**src/rv32i_pkg.sv**
```systemverilog
package rv32i_pkg;

    localparam int XLEN = 32;

    // mux select encodings used by the control word
    localparam logic       CMPMUX_RS2          = 1'b0;
    localparam logic       CMPMUX_I_IMM        = 1'b1;
    localparam logic       ALUMUX1_PC          = 1'b1;
    localparam logic [2:0] ALUMUX2_U_IMM       = 3'd1;
    localparam logic [2:0] ALUMUX2_B_IMM       = 3'd2;
    localparam logic [2:0] ALUMUX2_S_IMM       = 3'd3;
    localparam logic [2:0] ALUMUX2_RS2         = 3'd5;
    // zero selects the alu result
    localparam logic [3:0] REGFILEMUX_BR_EN    = 4'd1;
    localparam logic [3:0] REGFILEMUX_U_IMM    = 4'd2;
    localparam logic [3:0] REGFILEMUX_PC_PLUS4 = 4'd4;

    typedef enum logic [6:0] {
        op_lui   = 7'b0110111,
        op_auipc = 7'b0010111,
        op_jal   = 7'b1101111,
        op_jalr  = 7'b1100111,
        op_br    = 7'b1100011,
        op_load  = 7'b0000011,
        op_store = 7'b0100011,
        op_imm   = 7'b0010011,
        op_reg   = 7'b0110011
    } rv32i_opcode_e;

    typedef enum logic [2:0] {
        beq  = 3'b000,
        bne  = 3'b001,
        blt  = 3'b100,
        bge  = 3'b101,
        bltu = 3'b110,
        bgeu = 3'b111
    } branch_funct3_e;

    typedef enum logic [2:0] {
        add  = 3'b000,
        sll  = 3'b001,
        slt  = 3'b010,
        sltu = 3'b011,
        axor = 3'b100,
        sr   = 3'b101,
        aor  = 3'b110,
        aand = 3'b111
    } arith_funct3_e;

    // matches funct3 except where funct7 picks sub or sra
    typedef enum logic [2:0] {
        alu_add = 3'b000,
        alu_sll = 3'b001,
        alu_sra = 3'b010,
        alu_sub = 3'b011,
        alu_xor = 3'b100,
        alu_srl = 3'b101,
        alu_or  = 3'b110,
        alu_and = 3'b111
    } alu_ops_e;

    typedef struct packed {
        logic [6:0] funct7;
        logic [4:0] rs2;
        logic [4:0] rs1;
        logic [2:0] funct3;
        logic [4:0] rd;
        logic [6:0] opcode;
    } r_fmt_t;

    typedef struct packed {
        logic [11:0] imm12;
        logic [4:0]  rs1;
        logic [2:0]  funct3;
        logic [4:0]  rd;
        logic [6:0]  opcode;
    } i_fmt_t;

    typedef union packed {
        r_fmt_t r;
        i_fmt_t i;
    } rv32i_instr_u;

    typedef struct packed {
        rv32i_opcode_e  opcode;
        alu_ops_e       aluop;
        branch_funct3_e cmpop;
        logic           cmpmux_sel;
        logic           alumux1_sel;
        logic [2:0]     alumux2_sel;
        logic [3:0]     regfilemux_sel;
        logic           load_regfile;
        logic           mem_read;
        logic           mem_write;
        logic           illegal;
    } ctrl_word_t;

    typedef struct packed {
        logic            valid;
        logic [XLEN-1:0] pc;
        rv32i_instr_u    instr;
    } if_id_t;

    typedef struct packed {
        logic            load;
        logic [4:0]      rd;
        logic [XLEN-1:0] data;
    } wb_t;

    typedef struct packed {
        logic            valid;
        logic [XLEN-1:0] pc;
        rv32i_instr_u    instr;
        ctrl_word_t      ctrl;
        logic [XLEN-1:0] rs1_data;
        logic [XLEN-1:0] rs2_data;
        logic [XLEN-1:0] i_imm;
        logic [XLEN-1:0] s_imm;
        logic [XLEN-1:0] b_imm;
        logic [XLEN-1:0] u_imm;
        logic [XLEN-1:0] j_imm;
        logic [4:0]      rd;
        logic            br_en;
    } id_ex_t;

endpackage : rv32i_pkg

```
**src/control_rom.sv**
```systemverilog
`timescale 1ns/10ps

module control_rom
    import rv32i_pkg::*;
(
    input  rv32i_opcode_e opcode_i,
    input  logic [2:0]    funct3_i,
    input  logic [6:0]    funct7_i,
    output ctrl_word_t    ctrl_o
);

    arith_funct3_e arith_f3;

    assign arith_f3 = arith_funct3_e'(funct3_i);

    always_comb begin
        ctrl_o = '0;
        ctrl_o.opcode = opcode_i;

        case (opcode_i)
            op_lui: begin
                ctrl_o.load_regfile   = 1'b1;
                ctrl_o.regfilemux_sel = REGFILEMUX_U_IMM;
            end
            op_auipc: begin
                ctrl_o.alumux1_sel  = ALUMUX1_PC;
                ctrl_o.alumux2_sel  = ALUMUX2_U_IMM;
                ctrl_o.aluop        = alu_add;
                ctrl_o.load_regfile = 1'b1;
            end
            op_jal, op_jalr: begin
                ctrl_o.load_regfile   = 1'b1;
                ctrl_o.regfilemux_sel = REGFILEMUX_PC_PLUS4;
            end
            op_br: begin
                ctrl_o.cmpop       = branch_funct3_e'(funct3_i);
                ctrl_o.alumux1_sel = ALUMUX1_PC;
                ctrl_o.alumux2_sel = ALUMUX2_B_IMM;
            end
            op_load: begin
                ctrl_o.mem_read     = 1'b1;
                ctrl_o.load_regfile = 1'b1;
                ctrl_o.aluop        = alu_add;
            end
            op_store: begin
                ctrl_o.mem_write   = 1'b1;
                ctrl_o.alumux2_sel = ALUMUX2_S_IMM;
            end
            op_imm: begin
                ctrl_o.load_regfile = 1'b1;
                case (arith_f3)
                    // set-less-than goes through the comparator
                    slt: begin
                        ctrl_o.cmpmux_sel     = CMPMUX_I_IMM;
                        ctrl_o.cmpop          = blt;
                        ctrl_o.regfilemux_sel = REGFILEMUX_BR_EN;
                    end
                    sltu: begin
                        ctrl_o.cmpmux_sel     = CMPMUX_I_IMM;
                        ctrl_o.cmpop          = bltu;
                        ctrl_o.regfilemux_sel = REGFILEMUX_BR_EN;
                    end
                    sr: ctrl_o.aluop = funct7_i[5] ? alu_sra : alu_srl;
                    default: ctrl_o.aluop = alu_ops_e'(funct3_i);
                endcase
            end
            op_reg: begin
                ctrl_o.load_regfile = 1'b1;
                ctrl_o.alumux2_sel  = ALUMUX2_RS2;
                case (arith_f3)
                    add: ctrl_o.aluop = funct7_i[5] ? alu_sub : alu_add;
                    slt: begin
                        ctrl_o.cmpmux_sel     = CMPMUX_RS2;
                        ctrl_o.cmpop          = blt;
                        ctrl_o.regfilemux_sel = REGFILEMUX_BR_EN;
                    end
                    sltu: begin
                        ctrl_o.cmpmux_sel     = CMPMUX_RS2;
                        ctrl_o.cmpop          = bltu;
                        ctrl_o.regfilemux_sel = REGFILEMUX_BR_EN;
                    end
                    sr: ctrl_o.aluop = funct7_i[5] ? alu_sra : alu_srl;
                    default: ctrl_o.aluop = alu_ops_e'(funct3_i);
                endcase
            end
            default: ctrl_o.illegal = 1'b1;
        endcase
    end

endmodule : control_rom

```
**src/regfile.sv**
```systemverilog
`timescale 1ns/10ps

module regfile
    import rv32i_pkg::*;
(
    input  logic            clk,
    input  logic            arst_n_i,
    input  logic            we_i,
    input  logic [4:0]      waddr_i,
    input  logic [XLEN-1:0] wdata_i,
    input  logic [4:0]      raddr_a_i,
    input  logic [4:0]      raddr_b_i,
    output logic [XLEN-1:0] rdata_a_o,
    output logic [XLEN-1:0] rdata_b_o
);

    // x0 has no storage
    logic [XLEN-1:0] regs [1:31];

    always_ff @(posedge clk or negedge arst_n_i) begin
        if (!arst_n_i) begin
            for (int i = 1; i < 32; i++) begin
                regs[i] <= '0;
            end
        end else if (we_i && (waddr_i != 5'd0)) begin
            regs[waddr_i] <= wdata_i;
        end
    end

    // write data bypasses the array in the write cycle
    always_comb begin
        if (raddr_a_i == 5'd0) begin
            rdata_a_o = '0;
        end else if (we_i && (raddr_a_i == waddr_i)) begin
            rdata_a_o = wdata_i;
        end else begin
            rdata_a_o = regs[raddr_a_i];
        end
    end

    always_comb begin
        if (raddr_b_i == 5'd0) begin
            rdata_b_o = '0;
        end else if (we_i && (raddr_b_i == waddr_i)) begin
            rdata_b_o = wdata_i;
        end else begin
            rdata_b_o = regs[raddr_b_i];
        end
    end

    assert property (@(posedge clk) disable iff (!arst_n_i)
        ((raddr_a_i == 5'd0) |-> (rdata_a_o == '0)) and
        ((raddr_b_i == 5'd0) |-> (rdata_b_o == '0)));

    // a committed write is still visible one cycle later
    assert property (@(posedge clk) disable iff (!arst_n_i)
        (we_i && (waddr_i != 5'd0)) |=>
            (((raddr_a_i == $past(waddr_i)) && !(we_i && (waddr_i == raddr_a_i)))
                |-> (rdata_a_o == $past(wdata_i))));

endmodule : regfile

```
**src/branch_cmp.sv**
```systemverilog
`timescale 1ns/10ps

module branch_cmp
    import rv32i_pkg::*;
(
    input  branch_funct3_e  cmpop_i,
    input  logic [XLEN-1:0] a_i,
    input  logic [XLEN-1:0] b_i,
    output logic            br_en_o
);

    logic eq;
    logic lt_s;
    logic lt_u;

    assign eq   = (a_i == b_i);
    assign lt_s = ($signed(a_i) < $signed(b_i));
    assign lt_u = (a_i < b_i);

    always_comb begin
        case (cmpop_i)
            beq:     br_en_o = eq;
            bne:     br_en_o = !eq;
            blt:     br_en_o = lt_s;
            bge:     br_en_o = !lt_s;
            bltu:    br_en_o = lt_u;
            bgeu:    br_en_o = !lt_u;
            // funct3 010 and 011 are not branches
            default: br_en_o = 1'b0;
        endcase
    end

endmodule : branch_cmp

```
**src/decode_stage.sv**
```systemverilog
`timescale 1ns/10ps

module decode_stage
    import rv32i_pkg::*;
(
    input  logic   clk,
    input  logic   arst_n_i,
    input  if_id_t if_id_i,
    input  wb_t    wb_i,
    output id_ex_t id_next_o
);

    rv32i_instr_u    instr;
    logic [31:0]     iw;
    ctrl_word_t      ctrl;
    logic [XLEN-1:0] rs1_data;
    logic [XLEN-1:0] rs2_data;
    logic [XLEN-1:0] cmp_b;
    logic [XLEN-1:0] i_imm;
    logic [XLEN-1:0] s_imm;
    logic [XLEN-1:0] b_imm;
    logic [XLEN-1:0] u_imm;
    logic [XLEN-1:0] j_imm;
    logic            br_en;

    assign instr = if_id_i.instr;
    assign iw    = if_id_i.instr;

    // immediates follow the rv32i bit scatter
    assign i_imm = {{20{instr.i.imm12[11]}}, instr.i.imm12};
    assign s_imm = {{20{iw[31]}}, iw[31:25], iw[11:7]};
    assign b_imm = {{19{iw[31]}}, iw[31], iw[7], iw[30:25], iw[11:8], 1'b0};
    assign u_imm = {iw[31:12], 12'h000};
    assign j_imm = {{11{iw[31]}}, iw[31], iw[19:12], iw[20], iw[30:21], 1'b0};

    control_rom u_control_rom (
        .opcode_i (rv32i_opcode_e'(instr.r.opcode)),
        .funct3_i (instr.r.funct3),
        .funct7_i (instr.r.funct7),
        .ctrl_o   (ctrl)
    );

    regfile u_regfile (
        .clk       (clk),
        .arst_n_i  (arst_n_i),
        .we_i      (wb_i.load),
        .waddr_i   (wb_i.rd),
        .wdata_i   (wb_i.data),
        .raddr_a_i (instr.r.rs1),
        .raddr_b_i (instr.r.rs2),
        .rdata_a_o (rs1_data),
        .rdata_b_o (rs2_data)
    );

    // slti and sltiu compare against the immediate
    always_comb begin
        case (ctrl.cmpmux_sel)
            CMPMUX_I_IMM: cmp_b = i_imm;
            default:      cmp_b = rs2_data;
        endcase
    end

    branch_cmp u_branch_cmp (
        .cmpop_i (ctrl.cmpop),
        .a_i     (rs1_data),
        .b_i     (cmp_b),
        .br_en_o (br_en)
    );

    always_comb begin
        id_next_o.valid    = if_id_i.valid;
        id_next_o.pc       = if_id_i.pc;
        id_next_o.instr    = instr;
        id_next_o.ctrl     = ctrl;
        id_next_o.rs1_data = rs1_data;
        id_next_o.rs2_data = rs2_data;
        id_next_o.i_imm    = i_imm;
        id_next_o.s_imm    = s_imm;
        id_next_o.b_imm    = b_imm;
        id_next_o.u_imm    = u_imm;
        id_next_o.j_imm    = j_imm;
        id_next_o.rd       = instr.r.rd;
        id_next_o.br_en    = br_en;
        // a bubble must not write anything downstream
        if (!if_id_i.valid) begin
            id_next_o.ctrl.load_regfile = 1'b0;
            id_next_o.ctrl.mem_read     = 1'b0;
            id_next_o.ctrl.mem_write    = 1'b0;
        end
    end

    // rom decode and valid gating together never enable an illegal op
    assert property (@(posedge clk) disable iff (!arst_n_i)
        id_next_o.ctrl.illegal |->
            !(id_next_o.ctrl.load_regfile || id_next_o.ctrl.mem_write));

endmodule : decode_stage

```
**src/id_ex_reg.sv**
```systemverilog
`timescale 1ns/10ps

module id_ex_reg
    import rv32i_pkg::*;
(
    input  logic   clk,
    input  logic   arst_n_i,
    input  logic   stall_i,
    input  logic   flush_i,
    input  id_ex_t d_i,
    output id_ex_t q_o
);

    // flush wins over stall
    always_ff @(posedge clk or negedge arst_n_i) begin
        if (!arst_n_i) begin
            q_o <= '0;
        end else if (flush_i) begin
            q_o <= '0;
        end else if (!stall_i) begin
            q_o <= d_i;
        end
    end

    assert property (@(posedge clk) disable iff (!arst_n_i)
        flush_i |=> !q_o.valid);

    assert property (@(posedge clk) disable iff (!arst_n_i)
        (stall_i && !flush_i) |=> $stable(q_o));

endmodule : id_ex_reg

```
**src/id_top.sv**
```systemverilog
`timescale 1ns/10ps

module id_top
    import rv32i_pkg::*;
(
    input  logic   clk,
    input  logic   arst_n_i,
    input  if_id_t if_id_i,
    input  wb_t    wb_i,
    input  logic   stall_i,
    input  logic   flush_i,
    output id_ex_t id_ex_o
);

    // combinational decode result, same cycle as the inputs
    id_ex_t id_next;

    decode_stage u_decode_stage (
        .clk       (clk),
        .arst_n_i  (arst_n_i),
        .if_id_i   (if_id_i),
        .wb_i      (wb_i),
        .id_next_o (id_next)
    );

    id_ex_reg u_id_ex_reg (
        .clk      (clk),
        .arst_n_i (arst_n_i),
        .stall_i  (stall_i),
        .flush_i  (flush_i),
        .d_i      (id_next),
        .q_o      (id_ex_o)
    );

endmodule : id_top

```
**config.mk**
```make
export PLATFORM = sky130hd
export DESIGN_NAME = id_top
export DESIGN_NICKNAME = d
export VERILOG_FILES = /design/src/rv32i_pkg.sv /design/src/control_rom.sv /design/src/regfile.sv /design/src/branch_cmp.sv /design/src/decode_stage.sv /design/src/id_ex_reg.sv /design/src/id_top.sv
export SDC_FILE = /design/constraint.sdc
export NUM_CORES = 2
export LEC_CHECK = 0
export BUFFER_PORTS_ARGS = -buffer_cell sky130_fd_sc_hd__buf_2
export CAP_MARGIN = 20
export CORE_MARGIN = 1.5
export CORE_UTILIZATION = 32
export DETAILED_ROUTE_END_ITERATION = 12
export SYNTH_ARGS = -nofsm -noshare
export SYNTH_HDL_FRONTEND = slang
export SYNTH_SLANG_ARGS = --single-unit
```
**constraint.sdc**
```tcl
create_clock -name clk -period 7.1 [get_ports clk]
set_input_delay 1.065 -clock clk [delete_from_list [all_inputs] [get_ports clk]]
set_output_delay 1.065 -clock clk [all_outputs]
set_load 0.02 [all_outputs]
```
==> impl_metrics.csv <==
group,metric,value,unit
drt,wl,218,mm
critical_path,arrival,6.24,ns
timing,hold_slack,0.324,ns
timing,maxSlewHeadroom,0.218,
power_and_ir_drop,switchingPower,5.55,mW
global_route,gr-total-overflow,0,
power_and_ir_drop,p_per_area,275,nW/µm²
critical_path,cp-start-kind,"primary input",
timing,grt_setup_unrepaired,"false",
flow_run,maxCapViolations,0,
clock_tree,cts_hold_buf,0,
synth,yosys.cell_types.count,67,
critical_path,crit_path_max_fanout,21,
synth,yosys.area.top_type_share,0.460,
timing,period_share,0.782,
floorplan,start_util,0.322,
synth,netlist.top_cell.by_area,"dfrtp_1",
drt,drtIter0Drc,4101,
floorplan,die_area,197000,µm²
floorplan,die_h,443,µm
power_and_ir_drop,power_frac_comb,0.217,
drt,ant_nets,0,
synth,netlist_area,62000,µm²
drt,vias_per_cell,5.90,
power_and_ir_drop,p_clk_frac,0.339,
drt,wl_met3,16.5,mm
synth,synthFlopType,"dfrtp_1",
place,gp_congestion,0.920,
power_and_ir_drop,peakVddDrop,0.187,mV
synth,synthCells,4554,
critical_path,ff2ff_path_depth,13,
clock_tree,clk_transition_reported_paths,0.06,ns
drt,route.detailed.drc,0,
drt,highest_layer,"met5",
timing,final_hold_viol_count,0,
place,place_hpwl,139,mm
timing,finalSetupTns,0,ns
timing,drv_slew,0,
power_and_ir_drop,p_sw_frac,0.290,
power_and_ir_drop,seqPwrFrac,0.445,
clock_tree,clock_path_buffers,3,
critical_path,cp-startpoint,"if_id_i[19]",
drt,post_drt_wl_per_cell,30.2,µm
floorplan,top_level_ports,428,
synth,yosysWarnings,0,
clock_tree,cts_tree,"done",
clock_tree,cts_made_buffers,119,
global_route,grtUsageTotal,0.218,
synth,synth-seq-cells,1140,
floorplan,core_area,193000,µm²
min_path,worstHoldPathType,"primary input to async pin",
global_route,antenna_found_initial,26,
drt,via_count,42700,
timing,worst_pin_slew,1.17,ns
power_and_ir_drop,power,19.2,mW
timing,max_freq,180,MHz
synth,synth-edff-count,0,
drt,wl_met1,86.6,mm
power_and_ir_drop,cell_internal_pwr,13.6,mW
critical_path,crit_path_end_kind,"flop",
clock_tree,cts_resized,0,
critical_path,cp.required,7.78,ns
clock_tree,cts_setup_buffers,0,
synth,syn_avg_cell_area,13.6,µm²
global_route,grt_pass1_wl,316,mm
final_layout,fin_util,0.362,
global_route,grt_max_degree,193,
drt,wl_met2,103,mm
global_route,grt_pass1_vias,42700,
clock_tree,clockRootBuffer,"clkbuf_16",
timing,fin_skew,0.0281,ns
place,port_buffers,412,
drt,first_pass_iters,8,
run_status,status,"finished clean",
critical_path,r2r-end,"u_id_ex_reg.q_o[0]",
floorplan,die_x,443,µm
synth,async_flop_share,1.00,
timing,min_period,5.55,ns
power_and_ir_drop,cellLeakagePower,30.6,nW
final_layout,final_layout_size_suffix_gt1_frac,0.478,
critical_path,r2r-start,"u_decode_stage.u_regfile.regs[782]",
synth,yosysSeqAreaShare,0.460,
final_layout,fin_nets,4756,
final_layout,area_growth,12.2,%
clock_tree,worstSkewPairLatency,0.77,ns
critical_path,reg2reg_slack,2.50,ns
clock_tree,cts.sinks,1140,
floorplan,rows,161,
clock_tree,htree_levels,3,
critical_path,crit_type,"primary input to flop",
timing,finalSetupViolations,0,
synth,synth.area.top_cells,"dfrtp_1, mux4_2, mux2_2, mux2i_1, buf_4",
critical_path,crit_end,"u_id_ex_reg.q_o[0]",
-- Yosys cell counts (all sizes together) (4+ instances only) --
master,count
o211ai,5
or2,4
and3,8
xor2,10
nand4,5
a311o,5
nand2,209
a211oi,9
dfrtp,1140
nor3,29
a32oi,4
mux2,950
buf,318
a22o,28
clkbuf,317
o221a,17
nand2b,12
nor3b,4
nor4,6
or3,6
a41o,9
o22a,6
nor4b,4
a221oi,74
nor2b,22
nand3,22
mux2i,169
inv,22
ha,32
o21ai,208
a22oi,96
o21bai,7
a311oi,6
a221o,4
mux4,479
nor2,159
a21oi,53
o22ai,76
-- registers in the layout, summed over array words and instances (netlist names) --
name and flops:
u_decode_stage.u_regfile.regs 992, u_id_ex_reg.q_o 148
-- logic make-up after synthesis --
group / synth area share
other: 0.0000604
buffers and inverters: 0.0555
AND/OR/NAND/NOR: 0.0357
flip-flops: 0.460
XOR/XNOR: 0.00184
adder cells (fa/ha/maj): 0.00645
AO/OA/AOI/OAI: 0.0669
multiplexers: 0.374
-- metal layers --
layer	track usage	vias to the layer above
met5	0	-
met3	0.0397	514
met4	0.113	8
li1	-	17300
met2	0.352	2094
met1	0.281	22800
-- worst max-delay path, cell delays in order --
cell and delay, ns:
buf_2 0.62, xor2_1 0.16, nor4_2 0.81, nand3_1 0.27, nand2b_1 0.45, buf_4 0.32, o21ai_0 0.14, ha_1 0.35
nand4_1 0.35, nor4b_1 0.39, buf_4 0.22, a21bo_2 0.22, o211ai_1 0.25, a21oi_1 0.18, xor2_1 0.17, o21ai_0 0.21
-- cell usage in the layout, fill, tap and decap left out, types with 32 or more instances in the layout --
master / n
mux4_2: 479
a22oi_1: 96
a221oi_1: 69
o22ai_1: 76
a21oi_1: 53
ha_1: 32
dfrtp_1: 1139
buf_2: 404
buf_4: 129
clkbuf_16: 120
mux2i_1: 169
o21ai_0: 206
nor2_1: 145
mux2_2: 936
nand2_1: 198
-- worst min-delay path by stage --
stage                                       startpoint                                 end  slack, ns  cells after the start
finish                                        arst_n_i                u_id_ex_reg.q_o[134]       0.32                      1
global route                                  arst_n_i   u_decode_stage.u_regfile.regs[90]       0.37                      1
CTS                                           arst_n_i   u_decode_stage.u_regfile.regs[90]       0.32                      1
detailed placement  u_decode_stage.u_regfile.regs[677]  u_decode_stage.u_regfile.regs[677]       0.49                      2
global placement    u_decode_stage.u_regfile.regs[490]  u_decode_stage.u_regfile.regs[490]       0.48                      2
floorplan           u_decode_stage.u_regfile.regs[897]  u_decode_stage.u_regfile.regs[897]       0.46                      2
-- power groups by stage --
stage | Combinational [mW] | Clock, mW | Sequential, mW
after detailed placement | 4.13 | 0 | 8.60
final | 4.15 | 6.49 | 8.54
after floorplan | 3.05 | 0 | 8.36
after CTS | 4.15 | 6.60 | 8.49
after global placement | 4.07 | 0 | 8.52
after global routing | 4.42 | 6.86 | 8.67
-- final cells by class --
class                   count  area (µm²)
diodes                      5        12.5
fillers                 18300      123000
repair buffers            563        3540
clock inverters            45         537
multi-input cells        2771       30300
clock buffers             170        3440
flip-flops and latches   1140       28500
well taps                2526        3160
inverters                  22        85.1
-- metrics by stage --
step	area [µm²]	worst slack (ns)	std cells
2_1_floorplan	62100	2.50	4568
3_3_place_gp	65600	0.958	7020
3_5_place_dp	65600	0.971	7022
4_1_cts	69600	1.78	7237
5_1_grt	69600	1.44	7239
6_report	69600	1.55	7242
Note: power is estimated with default switching activity, not from simulation.
